==> config.mk <==
export PLATFORM = sky130hd
export DESIGN_NAME = spi_slave_top
export DESIGN_NICKNAME = d
export VERILOG_FILES = /design/src/spi_pkg.sv /design/src/spi_pin_if.sv /design/src/spi_pin_sync.sv /design/src/spi_rx_shift.sv /design/src/spi_tx_shift.sv /design/src/spi_reg_bank.sv /design/src/spi_frame_ctrl.sv /design/src/spi_slave_top.sv
export SDC_FILE = /design/constraint.sdc
export NUM_CORES = 1
export LEC_CHECK = 0
export BUFFER_PORTS_ARGS = -buffer_cell sky130_fd_sc_hd__buf_2
export CORE_AREA = 2 2 143 145
export CTS_CLUSTER_DIAMETER = 100
export DETAILED_ROUTE_END_ITERATION = 7
export DIE_AREA = 0 0 145 147
export GPL_TIMING_DRIVEN = 0
export SLEW_MARGIN = 20
export SYNTH_ARGS = -nofsm -noshare
export SYNTH_HDL_FRONTEND = slang
export SYNTH_HIERARCHICAL = 1
export SYNTH_SLANG_ARGS = --single-unit
==> constraint.sdc <==
create_clock -name clk -period 2.8 [get_ports clk]
set_clock_uncertainty 0.15 [all_clocks]
set_input_delay 0.56 -clock clk [delete_from_list [all_inputs] [get_ports clk]]
set_output_delay 0.56 -clock clk [all_outputs]
set_load 0.1 [all_outputs]
==> src/spi_pkg.sv <==
package spi_pkg;

  // one spi transfer unit, msb first on the wire
  parameter int BYTE_W = 8;

  // bits needed to count through one byte
  parameter int BIT_CNT_W = $clog2(BYTE_W);

  // register address field of the command byte
  parameter int ADDR_W = 4;
  parameter int CMD_ADDR_LSB = 0;

  // set means write, clear means read
  parameter int CMD_WRITE_BIT = 7;

  // default bank size, counter sits in the last slot
  parameter int NUM_REGS_DEFAULT = 16;

  typedef logic [BYTE_W-1:0]    spi_byte_t;
  typedef logic [ADDR_W-1:0]    reg_addr_t;
  typedef logic [BIT_CNT_W-1:0] bit_cnt_t;

  // frame controller states
  typedef enum logic [2:0] {
    IDLE,
    // waiting for the command byte
    CMD,
    DATA_WR,
    DATA_RD,
    // data byte seen, waiting for ssel to rise
    DONE
  } frame_state_t;

endpackage

==> src/spi_pin_if.sv <==
`timescale 1ns/1ps

interface spi_pin_if;

  // sck edges, one clk cycle each
  logic sck_rise;
  logic sck_fall;

  // ssel level and its edges
  logic ssel_active;
  logic frame_start;
  logic frame_end;

  // mosi, aligned with the sck edge outputs
  logic mosi_bit;

  // driven by the synchronizer only
  modport src (
    output sck_rise, sck_fall,
    output ssel_active, frame_start, frame_end,
    output mosi_bit
  );

  // every consumer inside the slave
  modport dst (
    input sck_rise, sck_fall,
    input ssel_active, frame_start, frame_end,
    input mosi_bit
  );

endinterface

==> src/spi_pin_sync.sv <==
`timescale 1ns/1ps

module spi_pin_sync #(
  parameter int SYNC_STAGES = 3
) (
  input  logic   clk,
  input  logic   rst_n,
  input  logic   sck,
  input  logic   ssel,
  input  logic   mosi,
  spi_pin_if.src pins
);

  // newest sample enters at bit 0
  logic [SYNC_STAGES-1:0] sck_q;
  logic [SYNC_STAGES-1:0] ssel_q;
  logic [SYNC_STAGES-1:0] mosi_q;

  // ssel chain resets to all ones, so no frame_start comes out of reset
  always_ff @(posedge clk or negedge rst_n)
  begin
    if (!rst_n)
    begin
      sck_q  <= '0;
      ssel_q <= '1;
      mosi_q <= '0;
    end
    else
    begin
      sck_q  <= {sck_q[SYNC_STAGES-2:0], sck};
      ssel_q <= {ssel_q[SYNC_STAGES-2:0], ssel};
      mosi_q <= {mosi_q[SYNC_STAGES-2:0], mosi};
    end
  end

  // edges from the two oldest stages, old value on the left
  assign pins.sck_rise = (sck_q[SYNC_STAGES-1 -: 2] == 2'b01);
  assign pins.sck_fall = (sck_q[SYNC_STAGES-1 -: 2] == 2'b10);

  // ssel is active low
  assign pins.ssel_active = ~ssel_q[SYNC_STAGES-2];
  // frame opens on the falling edge, closes on the rising edge
  assign pins.frame_start = (ssel_q[SYNC_STAGES-1 -: 2] == 2'b10);
  assign pins.frame_end   = (ssel_q[SYNC_STAGES-1 -: 2] == 2'b01);

  // same stage as the newer half of the edge detectors
  assign pins.mosi_bit = mosi_q[SYNC_STAGES-2];

endmodule

==> src/spi_rx_shift.sv <==
`timescale 1ns/1ps

module spi_rx_shift (
  input  logic              clk,
  input  logic              rst_n,
  spi_pin_if.dst            pins,
  output logic              byte_valid,
  output spi_pkg::spi_byte_t byte_data
);

  localparam spi_pkg::bit_cnt_t LAST_BIT = spi_pkg::bit_cnt_t'(spi_pkg::BYTE_W - 1);

  spi_pkg::bit_cnt_t bit_cnt;
  spi_pkg::spi_byte_t shift_q;

  // bit counter and byte strobe
  always_ff @(posedge clk or negedge rst_n)
  begin
    if (!rst_n)
    begin
      bit_cnt    <= '0;
      byte_valid <= 1'b0;
    end
    else
    begin
      // strobe lands one clk after the eighth rising edge
      byte_valid <= pins.ssel_active && pins.sck_rise && (bit_cnt == LAST_BIT);
      // leaving ssel drops any partial byte
      if (!pins.ssel_active)
        bit_cnt <= '0;
      else if (pins.sck_rise)
        // wraps to zero so the next byte follows directly
        bit_cnt <= bit_cnt + 1'b1;
    end
  end

  // msb arrives first, so shift towards the msb
  always_ff @(posedge clk)
  begin
    if (pins.ssel_active && pins.sck_rise)
      shift_q <= {shift_q[spi_pkg::BYTE_W-2:0], pins.mosi_bit};
  end

  // holds the full byte while byte_valid is high
  assign byte_data = shift_q;

endmodule

==> src/spi_tx_shift.sv <==
`timescale 1ns/1ps

module spi_tx_shift (
  input  logic               clk,
  input  logic               rst_n,
  spi_pin_if.dst             pins,
  input  logic               tx_load,
  input  spi_pkg::spi_byte_t rd_data,
  output logic               miso
);

  spi_pkg::spi_byte_t shift_q;

  // zero except during the data byte of a read frame
  always_ff @(posedge clk or negedge rst_n)
  begin
    if (!rst_n)
    begin
      shift_q <= '0;
    end
    else if (pins.frame_end)
    begin
      // nothing left over for the next frame
      shift_q <= '0;
    end
    else if (tx_load)
    begin
      // load comes with the sck fall that ends bit 8
      // and takes the place of that shift
      shift_q <= rd_data;
    end
    else if (pins.ssel_active && pins.sck_fall)
    begin
      // next bit up, zero fill behind it
      shift_q <= {shift_q[spi_pkg::BYTE_W-2:0], 1'b0};
    end
  end

  // msb first; single slave assumed, no tri-state
  assign miso = shift_q[spi_pkg::BYTE_W-1];

endmodule

==> src/spi_reg_bank.sv <==
`timescale 1ns/1ps

module spi_reg_bank #(
  parameter int NUM_REGS = spi_pkg::NUM_REGS_DEFAULT
) (
  input  logic                                clk,
  input  logic                                rst_n,
  spi_pin_if.dst                              pins,
  input  logic                                wr_en,
  input  spi_pkg::reg_addr_t                  wr_addr,
  input  spi_pkg::spi_byte_t                  wr_data,
  input  spi_pkg::reg_addr_t                  rd_addr,
  output spi_pkg::spi_byte_t                  rd_data,
  output logic [NUM_REGS*spi_pkg::BYTE_W-1:0] reg_flat
);

  // message counter lives at the top address
  localparam spi_pkg::reg_addr_t CNT_ADDR = spi_pkg::reg_addr_t'(NUM_REGS - 1);

  // writable registers only, the counter is kept apart
  spi_pkg::spi_byte_t regs_q [NUM_REGS-1];
  spi_pkg::spi_byte_t msg_cnt;

  always_ff @(posedge clk or negedge rst_n)
  begin
    if (!rst_n)
    begin
      for (int i = 0; i < NUM_REGS - 1; i++)
        regs_q[i] <= '0;
    end
    // counter address and anything above it are dropped
    else if (wr_en && (wr_addr < CNT_ADDR))
    begin
      regs_q[wr_addr] <= wr_data;
    end
  end

  // steps once per ssel falling edge, wraps at 256
  always_ff @(posedge clk or negedge rst_n)
  begin
    if (!rst_n)
      msg_cnt <= '0;
    else if (pins.frame_start)
      msg_cnt <= msg_cnt + 1'b1;
  end

  // asynchronous read, zero beyond the array
  always_comb
  begin
    if (rd_addr == CNT_ADDR)
      rd_data = msg_cnt;
    else if (rd_addr < CNT_ADDR)
      rd_data = regs_q[rd_addr];
    else
      rd_data = '0;
  end

  // flat view, register i at byte lane i, counter in the top lane
  always_comb
  begin
    for (int i = 0; i < NUM_REGS - 1; i++)
      reg_flat[i*spi_pkg::BYTE_W +: spi_pkg::BYTE_W] = regs_q[i];
    reg_flat[(NUM_REGS-1)*spi_pkg::BYTE_W +: spi_pkg::BYTE_W] = msg_cnt;
  end

endmodule

==> src/spi_frame_ctrl.sv <==
`timescale 1ns/1ps

module spi_frame_ctrl #(
  parameter int NUM_REGS = spi_pkg::NUM_REGS_DEFAULT
) (
  input  logic               clk,
  input  logic               rst_n,
  spi_pin_if.dst             pins,
  input  logic               byte_valid,
  input  spi_pkg::spi_byte_t byte_data,
  output logic               tx_load,
  output spi_pkg::reg_addr_t rd_addr,
  output logic               wr_en,
  output spi_pkg::reg_addr_t wr_addr,
  output spi_pkg::spi_byte_t wr_data
);

  // the bank does the range checks; only the size itself is checked here
  if ((NUM_REGS < 2) || (NUM_REGS > (1 << spi_pkg::ADDR_W)))
  begin : g_bad_num_regs
    $error("NUM_REGS out of range for the address field");
  end

  spi_pkg::frame_state_t state_q;
  spi_pkg::frame_state_t state_d;

  spi_pkg::reg_addr_t addr_q;
  spi_pkg::spi_byte_t data_q;
  // command said write
  logic wr_frame_q;
  // miso already loaded in this read frame
  logic load_done_q;
  logic wr_en_q;

  logic cmd_accept;
  logic data_accept;

  // command byte completes while waiting for it
  assign cmd_accept = (state_q == spi_pkg::CMD) && byte_valid;
  // data byte completes in either data state
  assign data_accept = ((state_q == spi_pkg::DATA_WR) || (state_q == spi_pkg::DATA_RD))
                       && byte_valid;

  always_comb
  begin
    state_d = state_q;
    // ssel rising closes the frame from any state
    if (pins.frame_end)
      state_d = spi_pkg::IDLE;
    else
    begin
      case (state_q)
        spi_pkg::IDLE:
          if (pins.frame_start)
            state_d = spi_pkg::CMD;
        spi_pkg::CMD:
          if (byte_valid)
            state_d = byte_data[spi_pkg::CMD_WRITE_BIT] ? spi_pkg::DATA_WR : spi_pkg::DATA_RD;
        spi_pkg::DATA_WR,
        spi_pkg::DATA_RD:
          if (byte_valid)
            state_d = spi_pkg::DONE;
        // extra bytes are ignored until ssel rises
        spi_pkg::DONE:
          state_d = spi_pkg::DONE;
        default:
          state_d = spi_pkg::IDLE;
      endcase
    end
  end

  always_ff @(posedge clk or negedge rst_n)
  begin
    if (!rst_n)
    begin
      state_q     <= spi_pkg::IDLE;
      addr_q      <= '0;
      data_q      <= '0;
      wr_frame_q  <= 1'b0;
      load_done_q <= 1'b0;
      wr_en_q     <= 1'b0;
    end
    else
    begin
      state_q <= state_d;
      // commit only a complete write frame, one cycle after frame_end
      wr_en_q <= pins.frame_end && (state_q == spi_pkg::DONE) && wr_frame_q;
      if (cmd_accept)
      begin
        // bits 6:4 of the command are don't care
        addr_q      <= byte_data[spi_pkg::CMD_ADDR_LSB +: spi_pkg::ADDR_W];
        wr_frame_q  <= byte_data[spi_pkg::CMD_WRITE_BIT];
        load_done_q <= 1'b0;
      end
      if (tx_load)
        load_done_q <= 1'b1;
      if (data_accept)
        data_q <= byte_data;
    end
  end

  // first sck fall in DATA_RD ends bit 8, load the addressed register there
  assign tx_load = (state_q == spi_pkg::DATA_RD) && pins.sck_fall && !load_done_q;

  // address goes out unchanged on both ports
  assign rd_addr = addr_q;
  assign wr_addr = addr_q;
  assign wr_data = data_q;
  assign wr_en   = wr_en_q;

endmodule

==> src/spi_slave_top.sv <==
`timescale 1ns/1ps

module spi_slave_top #(
  parameter int SYNC_STAGES = 3,
  parameter int NUM_REGS    = spi_pkg::NUM_REGS_DEFAULT
) (
  input  logic                                clk,
  input  logic                                rst_n,
  input  logic                                sck,
  input  logic                                ssel,
  input  logic                                mosi,
  output logic                                miso,
  output logic                                rx_byte_strobe,
  output spi_pkg::spi_byte_t                  rx_byte,
  output logic                                wr_strobe,
  output spi_pkg::reg_addr_t                  wr_addr,
  output spi_pkg::spi_byte_t                  wr_data,
  output logic [NUM_REGS*spi_pkg::BYTE_W-1:0] regs
);

  // synchronized pin events shared by every block
  spi_pin_if pins ();

  // read path from controller to bank to miso shifter
  logic               tx_load;
  spi_pkg::reg_addr_t rd_addr;
  spi_pkg::spi_byte_t rd_data;

  spi_pin_sync #(
    .SYNC_STAGES (SYNC_STAGES)
  ) u_pin_sync (
    .clk   (clk),
    .rst_n (rst_n),
    .sck   (sck),
    .ssel  (ssel),
    .mosi  (mosi),
    .pins  (pins.src)
  );

  // byte strobe feeds the controller and leaves the top as is
  spi_rx_shift u_rx_shift (
    .clk        (clk),
    .rst_n      (rst_n),
    .pins       (pins.dst),
    .byte_valid (rx_byte_strobe),
    .byte_data  (rx_byte)
  );

  spi_tx_shift u_tx_shift (
    .clk     (clk),
    .rst_n   (rst_n),
    .pins    (pins.dst),
    .tx_load (tx_load),
    .rd_data (rd_data),
    .miso    (miso)
  );

  // write commit strobe doubles as the top level wr_strobe
  spi_reg_bank #(
    .NUM_REGS (NUM_REGS)
  ) u_reg_bank (
    .clk      (clk),
    .rst_n    (rst_n),
    .pins     (pins.dst),
    .wr_en    (wr_strobe),
    .wr_addr  (wr_addr),
    .wr_data  (wr_data),
    .rd_addr  (rd_addr),
    .rd_data  (rd_data),
    .reg_flat (regs)
  );

  spi_frame_ctrl #(
    .NUM_REGS (NUM_REGS)
  ) u_frame_ctrl (
    .clk        (clk),
    .rst_n      (rst_n),
    .pins       (pins.dst),
    .byte_valid (rx_byte_strobe),
    .byte_data  (rx_byte),
    .tx_load    (tx_load),
    .rd_addr    (rd_addr),
    .wr_en      (wr_strobe),
    .wr_addr    (wr_addr),
    .wr_data    (wr_data)
  );

endmodule

# Yosys cells after proc, flatten, opt, wreduce, memory -nomap -nowiden
# Cells that the tools add are included.
# word_totals
regBits,174
in_bits,5
word_cells,89
out_inout_bits,151
# classes
addsub,2
n_reduce_logical,19
eq_ne,13
muxes,21
n_lt_le_gt_ge,3
bitwise,2
# ops
op,n
$bwmux 120,1
$mux 8,8
$bmux 8 s4,1
$demux 8 s4,1
$mux 3,6
$pmux 3 s4,1
$logic_and 1x1->1,11
$ne 3x2->1 const B,3
$add 8x1->8 const B,1
$eq 3x2->1 const B,2
$eq 3x3->1 const B,2
$ge 5x5->1 const B,1
$lt 5x1->1 const B,1
$not 4->5,1
$eq 2x1->1 const B,2
$eq 2x2->1 const B,2
$eq 4x4->1 const B,1
$lt 4x4->1 const B,1
$reduce_bool 2->1,2
$add 3x1->3 const B,1
$eq 3x1->1 const B,1
$logic_not 3->1,1
$mux 1,3
$reduce_and 3->1,1
other kinds (5),5

# Logic depth before layout (Yosys ltp)
# depth
depth_word,8
ltp_mapped,8
ltp_nobuf,6

# Hierarchy
# The synthesis kept the hierarchy.
# modules_own_cells
mod,cells_each,seq_area_each_um2,n_inst,area_per_inst_um2
spi_reg_bank,415,3203.1,1,5983.2
spi_frame_ctrl,53,450.4,1,758.2
spi_rx_shift,22,340.3,1,427.9
spi_tx_shift,35,200.2,1,410.4
spi_pin_sync,13,203.9,1,237.7

# Worst setup path after synthesis
# OpenSTA, ideal clock, no wires.
# synth_timing
kind,register to register
from,reg u_frame_ctrl.wr_en_q (netlist: u_frame_ctrl/wr_en)
to,"reg u_reg_bank.regs_q, in the netlist u_reg_bank/reg_flat[72]"
path_buffers,1
required_ns,2.524
stages_incl_launch_ff,6
setup_time_ns,0.126
setup_slack_ns,0.412
arrival_time_ns,2.112
synth_period_minus_slack_ns,2.388
path_cell_list,dfrtp_1 nor2b_2 and2b_1 and3_1 buf_2 mux2_2
# synth_between
elab_chain_len,1
# synth_lines
element,line_no,text
"start, declared",spi_frame_ctrl.sv:33,logic wr_en_q;
"start signal, assigned",spi_frame_ctrl.sv:87,wr_en_q <= pins.frame_end && (state_q == spi_pkg::DONE) && wr_frame_q;
$logic_and 1x1->1,spi_reg_bank.sv:32,else if (wr_en && (wr_addr < CNT_ADDR))
"end signal, assigned by index",spi_reg_bank.sv:34,regs_q[wr_addr] <= wr_data;
"end, declared",spi_reg_bank.sv:21,spi_pkg::spi_byte_t regs_q [NUM_REGS-1];
# Every way passes these cells.
# A chain may end at the register's enable or synchronous reset.

# Worst setup path after layout
# layout_timing
from,reg u_frame_ctrl.addr_q[1] (netlist: u_frame_ctrl/rd_addr[1])
to,reg u_tx_shift.shift_q[7]
# layout_between
elab_chain_len,8
word_cells_on_any_way,10
classes_between,1 x order compare; 1 x eq/ne; 7 x mux; 1 x bitwise
# layout_lines
element,line_no,text
"start, declared",spi_frame_ctrl.sv:27,spi_pkg::reg_addr_t addr_q;
"start signal, assigned",spi_frame_ctrl.sv:91,addr_q <= byte_data[spi_pkg::CMD_ADDR_LSB +: spi_pkg::ADDR_W];
$not 4->5 (not written as such),spi_reg_bank.sv:53,rd_data = regs_q[rd_addr];
$bmux 8 s4,spi_reg_bank.sv:53,
$mux 8 (not written as such) (2 in series),spi_reg_bank.sv:53,
$mux 8,spi_reg_bank.sv:52,else if (rd_addr < CNT_ADDR)
$mux 8 *,spi_reg_bank.sv:50,if (rd_addr == CNT_ADDR)
via rd_data[7],spi_slave_top.sv:27,spi_pkg::spi_byte_t rd_data;
$mux 8 *,spi_tx_shift.sv:26,else if (tx_load)
$mux 8 *,spi_tx_shift.sv:21,else if (pins.frame_end)
"end signal, assigned",spi_tx_shift.sv:30,shift_q <= rd_data;
"end signal, assigned",spi_tx_shift.sv:35,"shift_q <= {shift_q[spi_pkg::BYTE_W-2:0], 1'b0};"
"end, declared",spi_tx_shift.sv:12,spi_pkg::spi_byte_t shift_q;
# Mark *: on every way through the listed nets, which the timed path passes. The rest lies on a longest branch. The select of a mux whose other input is x is not followed.

==> results_dict.tcl <==
set metrics [dict create \
    rr_worst_depth 7 \
    netSwitchingFraction 0.262 \
    finalCritPeriodShare 0.922 \
    cts_setup_buffers 0 \
    cap_violations 0 \
    failed_checks "hold timing" \
    die_w_um 145 \
    slew_headroom 0.363 \
    overflow 0 \
    ff2ff_setup_slack_ps 220 \
    synth_compound_area_frac 0.0383 \
    clkSinkCount 174 \
    hpwl_um 16000 \
    start_util 0.394 \
    required_ps 2950 \
    cts-resized-gates 0 \
    p_sw_w 0.00148 \
    fin_total_pwr_w 0.00567 \
    routed_wl_um 22600 \
    pwr-share-clk 0.439 \
    setup_viol 0 \
    place_ws_ps 196 \
    path_clk_slew_ps 70 \
    synthAdderAreaFrac 0.00480 \
    ir_drop_mv 0.419 \
    synth_area_per_cell_um2 14.5 \
    gp_congestion 0.861 \
    wl_per_cell_um 22.7 \
    netlist_instances 538 \
    num_rows 52 \
    yosysUniqueCellTypes 52 \
    rr_startpoint "u_frame_ctrl/rd_addr[1]" \
    setup-tns-final_ps 0 \
    stdcell_count 994 \
    clockBufferDepth 2 \
    ctsHtreeMaxLevel 4 \
    endpoint_kind "flip-flop" \
    drive_above_1_share 0.521 \
    worstPathArrival_ps 2730 \
    layout.nets 721 \
    crit_fanout 10 \
    synth_top_area_share 0.522 \
    hold_ws_ps -18.6 \
    worstMarginPinSlew_ps 950 \
    antenna_found_initial 1 \
    ys.flop_type "dfrtp_1" \
    synth_mux_area_frac 0.293 \
    ant_nets 0 \
    via_per_inst 5.31 \
    yosys.area_share.simple 0.0667 \
    start_kind "flip-flop" \
    io_buffers 155 \
    root_buffer "clkbuf_16" \
    post-route-min-period_ps 2580 \
    diodes 0 \
    synth-edff-count 8 \
    grt_pass1_wl_um 34400 \
    cp_slowest_cell "clkbuf_1" \
    max_stage_delay_ps 600 \
    synth_seq_cells 174 \
    die_h_um 147 \
    core_area_mm2 0.0198 \
    grt_max_degree 94 \
    final.setup.worst_slack_ps 218 \
    syn2layout_area_growth_pct 22.5 \
    syn_area_mm2 0.00782 \
    num_io_pins 156 \
    p_per_area_mw_per_mm2 592 \
    fmax_ghz 0.387 \
    grt_pass1_vias 5582 \
    ys_warn_count 6 \
    ys_top_cells_by_area "dfrtp_1, mux2_2, mux2i_1" \
    drv_slew 0 \
    yosysSeqAreaShare 0.563 \
    status "finished, violations left" \
    synthXorXnorAreaFrac 0.00896 \
    track_usage 0.216 \
    cts_tree "yes" \
    place_inst 964 \
    crit_top_cell "mux2i_1" \
    timing.rr.end "u_tx_shift/shift_q[7]" \
    first_pass_iters 4 \
    hold_class "input port to async pin" \
    hold_viol_final 18 \
    vias 5281 \
    grt_setup_unrepaired "false" \
    cts-buffers-inserted 17 \
    cp_num_buf_inv 2 \
    cts_hold_buf 0 \
    p_leak_nw 4.85 \
    crit_family "multiplexers" \
    synth_top_family_by_area "multiplexers" \
    dr.first_iter.drc_count 334 \
    synth_fp_nets 546 \
    dieArea_mm2 0.0213 \
    drc 0 \
    crit_path_cell_trace "buf_2 -> clkbuf_1 -> mux4_2 -> mux2i_1 -> o22ai_1 -> mux2i_1 -> o31ai_1" \
    insertion_delay_ps 430 \
    share_comb_of_total_power 0.090 \
    seqPwrFrac 0.471 \
    synth_area_leader_cell "dfrtp_1" \
    synthArstFlopShare 0.954 \
    intPower_w 0.00418 \
    critical_path_class "flip-flop to flip-flop" \
]
-- state kept, by name, indices dropped and copies added, names as in the netlist, 4 cells and up --
signal                count
u_reg_bank/reg_flat     120
u_rx_shift/byte_data      8
u_reg_bank/msg_cnt        8
u_frame_ctrl/wr_data      8
u_tx_shift/shift_q        8
u_frame_ctrl/rd_addr      4
-- placed cells by master, fill, tap and decap left out, types with 10 or more instances in the layout --
cell,Yosys,layout
mux4_2,17,17
nand2b_1,10,10
nand2_1,24,24
clkbuf_16,0,17
clkbuf_1,13,15
buf_2,9,163
dfrtp_1,163,163
o22ai_1,14,14
mux2i_1,40,40
mux2_2,134,134
-- how the worst max path moves through the flow --
stage	endpoint	startpoint	depth (start not counted)
2_1_floorplan	u_reg_bank/reg_flat[72]	u_frame_ctrl/wr_en	5
3_3_place_gp	u_reg_bank/reg_flat[55]	rst_n	1
3_5_place_dp	u_tx_shift/shift_q[7]	u_frame_ctrl/rd_addr[1]	7
4_1_cts	u_tx_shift/shift_q[7]	u_frame_ctrl/rd_addr[1]	7
5_1_grt	u_tx_shift/shift_q[4]	u_frame_ctrl/rd_addr[1]	7
6_report	u_tx_shift/shift_q[7]	u_frame_ctrl/rd_addr[1]	7
-- worst register-to-register path: cells and delay by family, from the launching register on --
kind,cells,cell delay (ps)
multiplexers,3,920
buffers and inverters,2,770
flip-flops,1,360
AO/OA/AOI/OAI,2,250
-- metrics by stage --
| stage | utilization | hold WS (ps) | cell area, um2 |
|---|---|---|---|
| after floorplan | - | 114 | 7820 |
| after detailed placement | 0.452 | 185 | 8970 |
| final | 0.483 | -18.6 | 9580 |
| after CTS | 0.483 | 20.6 | 9580 |
| after global placement | 0.450 | 187 | 8930 |
| after global routing | 0.483 | 43.1 | 9580 |
-- power by group through the flow --
stage | logic (W) | registers (W) | clock network (W)
final | 0.000511 | 0.00267 | 0.00249
after CTS | 0.000516 | 0.00267 | 0.00254
after detailed placement | 0.000516 | 0.00271 | 0
after floorplan | 0.0000812 | 0.00300 | 0
after global placement | 0.000502 | 0.00271 | 0
after global routing | 0.000537 | 0.00268 | 0.00264
-- area by class of cell --
cell class | count | area (um2)
fillers | 1753 | 10300
flip-flops and latches | 174 | 4400
multi-input cells | 328 | 3220
repair buffers | 156 | 813
clock buffers | 20 | 447
well taps | 270 | 338
plain buffers | 32 | 184
clock inverters | 10 | 161
inverters | 4 | 15.0
-- per-layer routing --
layer / GRT usage / routed length, um
met1: 0.281 / 9850
met2: 0.355 / 10900
met3: 0.0559 / 1320
met4: 0.0757 / 496
met5: 0 / 0
-- logic make-up after synthesis --
group | count (synthesis)
buffers and inverters | 36
AND/OR/NAND/NOR | 82
AO/OA/AOI/OAI | 44
XOR/XNOR | 8
flip-flops | 174
multiplexers | 191
adder cells (fa/ha/maj) | 3
-- synth_stat cells, types with 2 or more instances --
master      n
and2b_1     2
nand4_1     4
and3_1      2
nor2b_1     5
nand3_1     3
buf_6       4
o21ai_0     8
o22ai_1    14
mux4_2     17
nor2_1      7
and2b_2     2
clkbuf_1   13
a31oi_1     8
mux2_2    134
o31ai_1     7
nand2_2     2
ha_1        3
inv_1       3
edfxtp_1    8
nand2_1    24
mux2i_1    40
nor3_2      2
xor2_1      4
nor2_2      3
buf_4       6
xnor2_1     4
nand2b_1   10
nor3_4      2
buf_2       9
dfrtp_1   163
dfstp_2     3
nor3b_4     2
No activity file was read; power rests on OpenSTA's default activity.
